$ cat src/rtl/axi_responder_config.svh
// Width macros for the AXI4 burst responder, included by packages, RTL and testbench
`ifndef AXI_RESPONDER_CONFIG_SVH
`define AXI_RESPONDER_CONFIG_SVH

//////////////////////////////
// Channel field widths
//////////////////////////////

// Transaction ID on AW, B, AR and R
`define AXI_ID_W 4

// Burst length field, beats minus one
`define AXI_LEN_W 8

// Read data bus
`define AXI_DATA_W 32

//////////////////////////////
// Derived widths
//////////////////////////////

// Longest burst holds 2**AXI_LEN_W beats
`define AXI_MAX_BEATS (1 << `AXI_LEN_W)

`endif

$ cat src/rtl/axi_chan_pkg.sv
// Packed AXI4 channel payloads shared by the responder RTL and its testbench
`default_nettype none

`include "axi_responder_config.svh"

package axi_chan_pkg;

   //////////////////////////////
   // Write side
   //////////////////////////////

   // Write address, only the ID survives
   typedef struct packed {
      logic [`AXI_ID_W-1:0] id;
   } axi_aw_t;

   // Write response, OKAY implied
   typedef struct packed {
      logic [`AXI_ID_W-1:0] id;
   } axi_b_t;

   //////////////////////////////
   // Read side
   //////////////////////////////

   // Read address, ID plus burst length
   // Length follows AXI encoding, beats minus one
   typedef struct packed {
      logic [`AXI_ID_W-1:0]  id;
      logic [`AXI_LEN_W-1:0] len;
   } axi_ar_t;

   // One read beat
   // Data carries the beat index within the burst
   typedef struct packed {
      logic [`AXI_ID_W-1:0]   id;
      logic [`AXI_DATA_W-1:0] data;
      logic                   last;
   } axi_r_t;

endpackage

`default_nettype wire

$ cat src/rtl/resp_ctrl_pkg.sv
// Control types for the read burst FSM and its beat counter
`default_nettype none

`include "axi_responder_config.svh"

package resp_ctrl_pkg;

   //////////////////////////////
   // Read engine
   //////////////////////////////

   // Idle waits for an AR entry
   // Burst drives R until the last beat leaves
   typedef enum logic {
      RD_IDLE  = 1'b0,
      RD_BURST = 1'b1
   } rd_state_e;

   // Beat index, same width as arlen
   typedef logic [`AXI_LEN_W-1:0] beat_idx_t;

endpackage

`default_nettype wire

$ cat src/rtl/axi_chan_reg.sv
// One-entry valid/ready holding register, instantiated per channel payload type
`default_nettype none
`timescale 1ns/100ps

module axi_chan_reg #(
   parameter type payload_t = logic
) (
   input  logic     aclk,
   input  logic     rst_n,
   // Upstream side
   input  logic     in_valid,
   output logic     in_ready,
   input  payload_t in_data,
   // Downstream side
   output logic     out_valid,
   input  logic     out_ready,
   output payload_t out_data
);

   // Entry occupied
   logic     full;
   // Held payload
   payload_t data_q;

   //////////////////////////////
   // Handshake
   //////////////////////////////

   // Room when empty, or when the entry leaves this cycle
   assign in_ready  = !full || out_ready;
   assign out_valid = full;
   assign out_data  = data_q;

   //////////////////////////////
   // Storage
   //////////////////////////////

   // Occupancy follows the upstream valid whenever room exists
   always_ff @(posedge aclk)
   begin
      if (!rst_n)
         full <= 1'b0;
      else if (in_ready)
         full <= in_valid;
   end

   // Payload captured only on a real transfer
   always_ff @(posedge aclk)
   begin
      if (in_valid && in_ready)
         data_q <= in_data;
   end

endmodule

`default_nettype wire

$ cat src/rtl/beat_counter.sv
// Loadable read beat counter, gives the current beat index and the final-beat flag
`default_nettype none
`timescale 1ns/100ps

module beat_counter import resp_ctrl_pkg::*; (
   input  logic      aclk,
   input  logic      rst_n,
   // Start of burst
   input  logic      load,
   input  beat_idx_t len,
   // Advance one beat
   input  logic      step,
   output beat_idx_t idx,
   output logic      last
);

   // Current index and burst length
   beat_idx_t idx_q;
   beat_idx_t len_q;

   //////////////////////////////
   // Counter
   //////////////////////////////

   // Load wins over step
   always_ff @(posedge aclk)
   begin
      if (!rst_n)
      begin
         idx_q <= '0;
         len_q <= '0;
      end
      else if (load)
      begin
         idx_q <= '0;
         len_q <= len;
      end
      else if (step)
         idx_q <= idx_q + 1'b1;
   end

   // Final beat once index reaches arlen
   assign idx  = idx_q;
   assign last = (idx_q == len_q);

endmodule

`default_nettype wire

$ cat src/rtl/burst_read_fsm.sv
// Read engine FSM, pops read addresses and steps the beat counter to emit R bursts
`default_nettype none
`timescale 1ns/100ps

`include "axi_responder_config.svh"

module burst_read_fsm import axi_chan_pkg::*, resp_ctrl_pkg::*; (
   input  logic    aclk,
   input  logic    rst_n,
   // Held read address
   input  logic    ar_valid,
   output logic    ar_ready,
   input  axi_ar_t ar_data,
   // R channel
   output logic    rvalid,
   input  logic    rready,
   output axi_r_t  r_data
);

   rd_state_e state;
   rd_state_e state_nxt;

   // ID of the burst in flight
   logic [`AXI_ID_W-1:0] rid_q;

   // Counter controls
   logic      ar_pop;
   logic      beat_step;
   beat_idx_t beat_idx;
   logic      beat_last;

   //////////////////////////////
   // Control
   //////////////////////////////

   // Only take a new address between bursts
   assign ar_ready  = (state == RD_IDLE);
   assign ar_pop    = ar_valid && ar_ready;
   assign rvalid    = (state == RD_BURST);
   // One step per R transfer
   assign beat_step = rvalid && rready;

   always_comb
   begin
      state_nxt = state;
      case (state)
         RD_IDLE:
            if (ar_valid)
               state_nxt = RD_BURST;
         RD_BURST:
            // Last beat accepted, burst done
            if (beat_step && beat_last)
               state_nxt = RD_IDLE;
         default:
            state_nxt = RD_IDLE;
      endcase
   end

   always_ff @(posedge aclk)
   begin
      if (!rst_n)
         state <= RD_IDLE;
      else
         state <= state_nxt;
   end

   // ID latched with the pop
   always_ff @(posedge aclk)
   begin
      if (ar_pop)
         rid_q <= ar_data.id;
   end

   //////////////////////////////
   // Beat index
   //////////////////////////////

   beat_counter u_beat_counter (
      .aclk  (aclk),
      .rst_n (rst_n),
      .load  (ar_pop),
      .len   (ar_data.len),
      .step  (beat_step),
      .idx   (beat_idx),
      .last  (beat_last)
   );

   // Beat data is the zero-extended index
   assign r_data.id   = rid_q;
   assign r_data.data = {{(`AXI_DATA_W - `AXI_LEN_W){1'b0}}, beat_idx};
   assign r_data.last = beat_last;

endmodule

`default_nettype wire

$ cat src/rtl/write_resp_join.sv
// Write response join, pairs held write IDs with wlast beats and pushes B responses
`default_nettype none
`timescale 1ns/100ps

module write_resp_join import axi_chan_pkg::*; (
   input  logic    aclk,
   input  logic    rst_n,
   // Held write address
   input  logic    aw_valid,
   output logic    aw_ready,
   input  axi_aw_t aw_data,
   // W channel, data itself discarded
   input  logic    wvalid,
   output logic    wready,
   input  logic    wlast,
   // Push into the B register
   output logic    b_valid,
   input  logic    b_ready,
   output axi_b_t  b_data
);

   // A wlast beat arrived and waits for its address
   logic wlast_pend;
   logic w_done;
   logic pair;

   //////////////////////////////
   // W side
   //////////////////////////////

   // Stall W until the pending burst is paired
   assign wready = !wlast_pend;
   // Beats without wlast are just consumed
   assign w_done = wvalid && wready && wlast;

   //////////////////////////////
   // Pairing
   //////////////////////////////

   // Pop AW and push B in the same cycle
   assign aw_ready = wlast_pend && b_ready;
   assign b_valid  = aw_valid && wlast_pend;
   assign pair     = aw_valid && aw_ready;

   // Response echoes the write ID
   assign b_data.id = aw_data.id;

   // Set and clear never overlap, wready is low while pending
   always_ff @(posedge aclk)
   begin
      if (!rst_n)
         wlast_pend <= 1'b0;
      else if (w_done)
         wlast_pend <= 1'b1;
      else if (pair)
         wlast_pend <= 1'b0;
   end

endmodule

`default_nettype wire

$ cat src/rtl/axi4_burst_responder.sv
// AXI4 burst responder top, wires bus ports to channel registers, write join and read FSM
`default_nettype none
`timescale 1ns/100ps

`include "axi_responder_config.svh"

module axi4_burst_responder import axi_chan_pkg::*; (
   input  logic                   aclk,
   input  logic                   rst_n,
   // Write address
   input  logic                   awvalid,
   output logic                   awready,
   input  logic [`AXI_ID_W-1:0]   awid,
   // Write data
   input  logic                   wvalid,
   output logic                   wready,
   input  logic                   wlast,
   // Write response
   output logic                   bvalid,
   input  logic                   bready,
   output logic [`AXI_ID_W-1:0]   bid,
   // Read address
   input  logic                   arvalid,
   output logic                   arready,
   input  logic [`AXI_ID_W-1:0]   arid,
   input  logic [`AXI_LEN_W-1:0]  arlen,
   // Read data
   output logic                   rvalid,
   input  logic                   rready,
   output logic [`AXI_ID_W-1:0]   rid,
   output logic [`AXI_DATA_W-1:0] rdata,
   output logic                   rlast
);

   // Port payloads
   axi_aw_t aw_in;
   axi_ar_t ar_in;
   axi_b_t  b_out;
   axi_r_t  r_out;

   // Held entries toward the engines
   logic    aw_q_valid;
   logic    aw_q_ready;
   axi_aw_t aw_q;
   logic    ar_q_valid;
   logic    ar_q_ready;
   axi_ar_t ar_q;

   // Join to B register
   logic    b_push_valid;
   logic    b_push_ready;
   axi_b_t  b_push;

   //////////////////////////////
   // Packing
   //////////////////////////////

   assign aw_in.id  = awid;
   assign ar_in.id  = arid;
   assign ar_in.len = arlen;
   assign bid       = b_out.id;
   assign rid       = r_out.id;
   assign rdata     = r_out.data;
   assign rlast     = r_out.last;

   //////////////////////////////
   // Write path
   //////////////////////////////

   axi_chan_reg #(.payload_t(axi_aw_t)) u_aw_reg (
      .aclk      (aclk),
      .rst_n     (rst_n),
      .in_valid  (awvalid),
      .in_ready  (awready),
      .in_data   (aw_in),
      .out_valid (aw_q_valid),
      .out_ready (aw_q_ready),
      .out_data  (aw_q)
   );

   write_resp_join u_write_resp_join (
      .aclk     (aclk),
      .rst_n    (rst_n),
      .aw_valid (aw_q_valid),
      .aw_ready (aw_q_ready),
      .aw_data  (aw_q),
      .wvalid   (wvalid),
      .wready   (wready),
      .wlast    (wlast),
      .b_valid  (b_push_valid),
      .b_ready  (b_push_ready),
      .b_data   (b_push)
   );

   // B drives the bus from a register
   axi_chan_reg #(.payload_t(axi_b_t)) u_b_reg (
      .aclk      (aclk),
      .rst_n     (rst_n),
      .in_valid  (b_push_valid),
      .in_ready  (b_push_ready),
      .in_data   (b_push),
      .out_valid (bvalid),
      .out_ready (bready),
      .out_data  (b_out)
   );

   //////////////////////////////
   // Read path
   //////////////////////////////

   axi_chan_reg #(.payload_t(axi_ar_t)) u_ar_reg (
      .aclk      (aclk),
      .rst_n     (rst_n),
      .in_valid  (arvalid),
      .in_ready  (arready),
      .in_data   (ar_in),
      .out_valid (ar_q_valid),
      .out_ready (ar_q_ready),
      .out_data  (ar_q)
   );

   burst_read_fsm u_burst_read_fsm (
      .aclk     (aclk),
      .rst_n    (rst_n),
      .ar_valid (ar_q_valid),
      .ar_ready (ar_q_ready),
      .ar_data  (ar_q),
      .rvalid   (rvalid),
      .rready   (rready),
      .r_data   (r_out)
   );

endmodule

`default_nettype wire

$ cat config.mk
export PLATFORM = sky130hd
export DESIGN_NAME = axi4_burst_responder
export DESIGN_NICKNAME = d
export VERILOG_FILES = /design/src/rtl/axi_chan_pkg.sv /design/src/rtl/resp_ctrl_pkg.sv /design/src/rtl/axi_chan_reg.sv /design/src/rtl/beat_counter.sv /design/src/rtl/burst_read_fsm.sv /design/src/rtl/write_resp_join.sv /design/src/rtl/axi4_burst_responder.sv
export VERILOG_INCLUDE_DIRS = /design/src /design/src/rtl
export SDC_FILE = /design/constraint.sdc
export NUM_CORES = 1
export LEC_CHECK = 0
export BUFFER_PORTS_ARGS = -buffer_cell sky130_fd_sc_hd__clkbuf_2
export CAP_MARGIN = 20
export CORE_MARGIN = 5
export CORE_UTILIZATION = 40
export DETAILED_ROUTE_END_ITERATION = 8
export PLACE_DENSITY = 0.66
export SLEW_MARGIN = 20
export SYNTH_ARGS = -nofsm -noshare
export SYNTH_HDL_FRONTEND = slang
export SYNTH_SLANG_ARGS = --single-unit
$ cat constraint.sdc
create_clock -name aclk -period 1.9 [get_ports aclk]
set_clock_uncertainty 0.2 [all_clocks]
set_input_delay 0.095 -clock aclk [delete_from_list [all_inputs] [get_ports aclk]]
set_output_delay 0.095 -clock aclk [all_outputs]
set_load 0.05 [all_outputs]
# Word-level counts from Yosys, hierarchy flattened
# Cells that the tools add are included.
[classes] n_eq_ne=1 n_reduce_logical=20 addsub=1 mux=5 bitwise=2
[op_table] op="$logic_and A1 B1 Y1" count=11
[op_table] op="$add A8 B1 Y8 const B" count=1
[op_table] op="$eq A8 B8 Y1" count=1
[op_table] op="$logic_not A1 Y1" count=4
[op_table] op="$mux W1" count=4
[op_table] op="$logic_or A1 B1 Y1" count=3
[op_table] op="$not A1 Y1" count=2
[op_table] op="$pmux W1 S2" count=1
[op_table] op="$reduce_bool A2 Y1" count=1
[op_table] op="$reduce_or A2 Y1" count=1
[word_totals] in_bits=24 regBits=45

# Depth between registers and ports, before layout
[logic_depth] word_depth=6 mapped_depth=6

# Cells and area by module
# A second synthesis with hierarchy kept.
[hier_totals] cells_unflattened=157 hier_area_um2=1954.4
[modules_own_cells] mod="beat_counter" area_per_inst_um2=728.2 cells_per_inst=75 instances=1 seq_area_each_um2=320.3
[modules_own_cells] mod="axi_chan_reg at u_ar_reg" area_per_inst_um2=417.9 cells_per_inst=17 instances=1 seq_area_each_um2=380.4
[modules_own_cells] mod="burst_read_fsm" area_per_inst_um2=366.6 cells_per_inst=36 instances=1 seq_area_each_um2=140.1
[modules_own_cells] mod="axi_chan_reg at u_aw_reg ..." area_per_inst_um2=177.7 cells_per_inst=9 instances=2 seq_area_each_um2=140.1
[modules_own_cells] mod="write_resp_join" area_per_inst_um2=86.3 cells_per_inst=11 instances=1 seq_area_each_um2=20.0

# Worst setup path before layout
# OpenSTA, ideal clock, no wires.
[synth_timing] path_kind="reg2reg" startpoint="register u_burst_read_fsm.state, in the netlist u_burst_read_fsm.rvalid" endpoint="register u_ar_reg.data_q, in the netlist u_ar_reg.out_data[0], enable pin" setup_ns=0.298 arrival_ns=1.577 t_required_ns=1.402 slack_ns=-0.175 path_stages_with_launch=4 path_cell_list="dfxtp_1 > buf_4 > nand2_1 > and2_1"
[synth_between] elab_chain_cells=3
[synth_lines] item="from (decl)" line_no="burst_read_fsm.sv:20" text="rd_state_e state;"
[synth_lines] item="from (signal assigned)" line_no="burst_read_fsm.sv:64" text="state <= state_nxt;"
[synth_lines] item="$not A1 Y1" line_no="burst_read_fsm.sv:37" text="assign ar_ready = (state == RD_IDLE);"
[synth_lines] item="$logic_or A1 B1 Y1" line_no="axi_chan_reg.sv:30" text="assign in_ready = !full || out_ready;"
[synth_lines] item="net arready" line_no="axi4_burst_responder.sv:24" text="output logic arready,"
[synth_lines] item="$logic_and A1 B1 Y1" line_no="axi_chan_reg.sv:50" text="if (in_valid && in_ready)"
[synth_lines] item="to (signal assigned)" line_no="axi_chan_reg.sv:51" text="data_q <= in_data;"
[synth_lines] item="to (decl)" line_no="axi_chan_reg.sv:23" text="payload_t data_q;"
# The timed path passes the listed nets, and every way through them passes these cells.
# A chain may end at the register's enable or synchronous reset.

# Worst setup path after layout
[layout_timing] startpoint="input port bready" endpoint="register u_aw_reg.full, in the netlist u_aw_reg.out_valid"
[layout_between] elab_chain_cells=3
[layout_lines] item="from (decl)" line_no="axi4_burst_responder.sv:20" text="input logic bready,"
[layout_lines] item="$logic_or A1 B1 Y1" line_no="axi_chan_reg.sv:30"
[layout_lines] item="$logic_and A1 B1 Y1" line_no="write_resp_join.sv:41" text="assign aw_ready = wlast_pend && b_ready;"
[layout_lines] item="$logic_or A1 B1 Y1" line_no="axi_chan_reg.sv:30"
[layout_lines] item="to (signal assigned)" line_no="axi_chan_reg.sv:44" text="full <= in_valid;"
[layout_lines] item="to (decl)" line_no="axi_chan_reg.sv:21" text="logic full;"
# No other way between the ends.

==> results.py <==
metrics = {
    "floorplanning": {
        "die_h_um": 78.1,
        "core_area_um2": 4410,
        "die_area_um2": 6100,
        "boundaryPins": 70,
        "initial_core_util": 0.421,
        "die_w_um": 78.1,
        "num_rows": 24,
    },
    "timing": {
        "final-setup-viol-count": 0,
        "rsz0062_at_grt": "no",
        "finalHoldViolations": 0,
        "period_minus_slack_ns": 1.80,
        "slew_viol_final": 0,
        "timing.fmax_ghz": 0.554,
        "post-route-period-util": 0.949,
        "finalSetupTns_ns": 0,
    },
    "power": {
        "seq_power_share": 0.504,
        "p_switching_mw": 0.579,
        "p_total_mw": 2.17,
        "peakVddDrop_v": 0.000627,
        "sw_frac_of_total": 0.266,
        "clkPwrFrac": 0.342,
        "p_int_mw": 1.59,
        "pwr_density_cell_nw_per_um2": 897,
        "p_leak_nw": 0.987,
        "comb_power_share": 0.154,
    },
    "cts": {
        "numCtsBuffers": 5,
        "h-tree-depth": 2,
        "path_clk_slew_ns": 0.08,
        "cts_root_buffer": "clkbuf_8",
        "insertion_delay_ns": 0.29,
        "cts.sinks": 45,
        "tritoncts": "done",
        "postCtsSetupBuffers": 0,
        "cts_buffer_depth": 2,
    },
    "logic_synthesis": {
        "yosysSeqAreaShare": 0.615,
        "synth_fa_ha_area_frac": 0.00674,
        "syn_inst": 159,
        "synth_compound_area_frac": 0.0910,
        "netlist_area_um2": 1860,
        "synth-simple-area-share": 0.123,
        "synth_ff_type": "edfxtp_1",
        "synthArstFlopShare": 0,
        "synth_xor_area_frac": 0.0472,
        "syn_avg_cell_area_um2": 11.7,
        "synth-edff-count": 24,
        "synth.distinct_cells": 30,
        "synth_top_family_by_area": "simple AND/OR/NAND/NOR gates",
        "ys_ff_latch": 45,
        "synth_mux_area_frac": 0,
        "yosys_warnings": 0,
    },
    "worst_setup_path": {
        "path_class": "primary input to register",
        "end_kind": "register",
        "critPathSlowestCell": "dlygate4sd3_1",
        "critical_path_buf_inv_count": 3,
        "required_ns": 1.94,
        "reg2regPathDepth": 4,
        "cp.depth": 6,
        "path_cells": "dlygate4sd3_1 > clkbuf_2 > nand2b_1 > a21boi_1 > o21a_1 > dlygate4sd3_1",
        "crit_path_start_kind": "primary input",
        "cp_top_family": "buffers and inverters",
        "crit_arrival_ns": 1.84,
        "worst_path_most_repeated_cell": "dlygate4sd3_1",
        "cp_max_fo": 3,
        "slowest_delay_ns": 0.55,
    },
    "place": {
        "gp_congestion": 0.725,
        "place_hpwl_um": 2460,
        "portBuffers": 45,
    },
    "drt": {
        "num_vias": 1246,
        "route.detailed.drc": 0,
        "first_pass_iters": 4,
        "via_per_inst": 4.36,
        "wire_per_inst_um": 12.1,
        "drt-total-wl_um": 3470,
        "drt-initial-drc-count": 67,
        "ant_nets": 0,
    },
    "hold_path": {
        "hold_path.class": "register to register",
        "holdPathStages": 0,
    },
    "global_route": {
        "grt_pass1_vias": 1233,
        "globalRouteOverflowTotal": 0,
        "antenna_found_initial": 0,
        "track_usage": 0.121,
        "grt_pass1_wl_um": 5820,
        "grt_max_degree": 15,
    },
    "status": {
        "outcome": "finished, final reports clean",
    },
    "final_layout": {
        "nNetsFinal": 258,
        "areaGrowthSynthToFinish_pct": 30.5,
        "n_antenna_cell": 0,
        "drive_gt1_frac": 0.269,
    },
    "job": {
        "drv_cap": 0,
    },
}
[Yosys cell counts (2+ instances only)]
library cell  instances  share of area
buf_4                25           0.10
nand2_1              20          0.040
or3_1                 2         0.0067
or4_1                 2         0.0081
o21ai_0               3         0.0081
o31ai_1               2         0.0081
inv_1                 4         0.0081
edfxtp_1             24           0.39
a21oi_1               8          0.022
xor2_1                2         0.0094
xnor2_1               8          0.038
nor2_1                3         0.0061
nand4_1               4          0.013
a21boi_0             10          0.040
nor2b_1               2         0.0067
nand2b_1              2         0.0067
nand3_1               4          0.011
dfxtp_1              21           0.23
o21a_1                2         0.0081
[repair_timing]
item,CTS,global route
endpoints found under the hold margin,29,0
setup endpoints to repair,0,3
gates resized for setup,0,4
hold buffers,25,0
[final timing paths]
path | startpoint | end | slack (ns)
max reg2reg | u_b_reg.out_valid | u_aw_reg.out_valid | 0.28
max | bready | u_aw_reg.out_valid | 0.1
min reg2reg | u_ar_reg.out_data[11] | u_burst_read_fsm.rid_q[3] | 0.22
min | u_ar_reg.out_data[11] | u_burst_read_fsm.rid_q[3] | 0.22
[registers in the layout, indices dropped and copies added, names as in the netlist, 4 cells and up]
signal                                 cells
u_aw_reg.out_data                          4
u_burst_read_fsm.u_beat_counter.len_q      8
u_burst_read_fsm.u_beat_counter.idx        8
u_b_reg.out_data                           4
u_ar_reg.out_data                         12
u_burst_read_fsm.rid_q                     4
[power groups by stage]
| stage | logic, mW | registers, mW | clock network, mW |
|---|---|---|---|
| CTS | 0.335 | 1.10 | 0.759 |
| finish | 0.336 | 1.10 | 0.742 |
| detailed placement | 0.293 | 1.12 | 0 |
| global route | 0.360 | 1.10 | 0.819 |
| floorplan | 0.245 | 1.14 | 0 |
| global placement | 0.290 | 1.12 | 0 |
[cell families after synthesis]
group	Yosys count
fa+ha+maj	1
buf+inv	32
other cells	1
simple gates	44
flops	45
xor+xnor	10
compound gates	26
[placed cells by master (no fill, tap or decap), types with 2 or more instances in the layout]
cell type	Yosys	layout
a21boi_0	10	9
a21oi_1	8	8
clkbuf_2	0	44
clkbuf_8	0	6
conb_1	1	24
dfxtp_1	21	18
dfxtp_2	0	3
dlygate4sd3_1	0	25
edfxtp_1	24	24
inv_1	4	4
nand2_1	20	20
nand2b_1	2	2
nand3_1	4	4
nand4_1	4	4
nor2_1	3	2
nor2b_1	2	2
o21a_1	2	2
o21ai_0	3	3
o31ai_1	2	2
or3_1	2	2
or4_1	2	2
xnor2_1	8	8
xor2_1	2	2
[per-stage QoR]
step / utilization / instances / hold WS [ns] / cell area [um2] / setup slack (ns)
floorplan: - / 182 / -0.00613 / 1950 / 0.0386
global placement: 0.464 / 253 / 0.0712 / 2050 / 0.392
detailed placement: 0.464 / 253 / 0.0736 / 2050 / 0.374
CTS: 0.548 / 286 / 0.225 / 2420 / 0.0781
global route: 0.549 / 286 / 0.230 / 2420 / 0.0255
finish: 0.549 / 286 / 0.225 / 2420 / 0.0964
[layout make-up]
type                       count  area (um2)
timing repair buffer          71         483
inverter                       5        18.8
sequential                    45        1140
clock buffer                   6        82.6
fill                         397        1990
tap                           52        65.1
multi-input combinational    105         591
clock inverter                 2        37.5
[routing by layer]
layer	GRT usage	wire, um	up-vias
met5	0	0	-
met2	0.202	1730	55
met3	0.0423	288	9
li1	-	-	651
met4	0.0524	77	0
met1	0.140	1380	531
(Power assumes the default switching activity.)
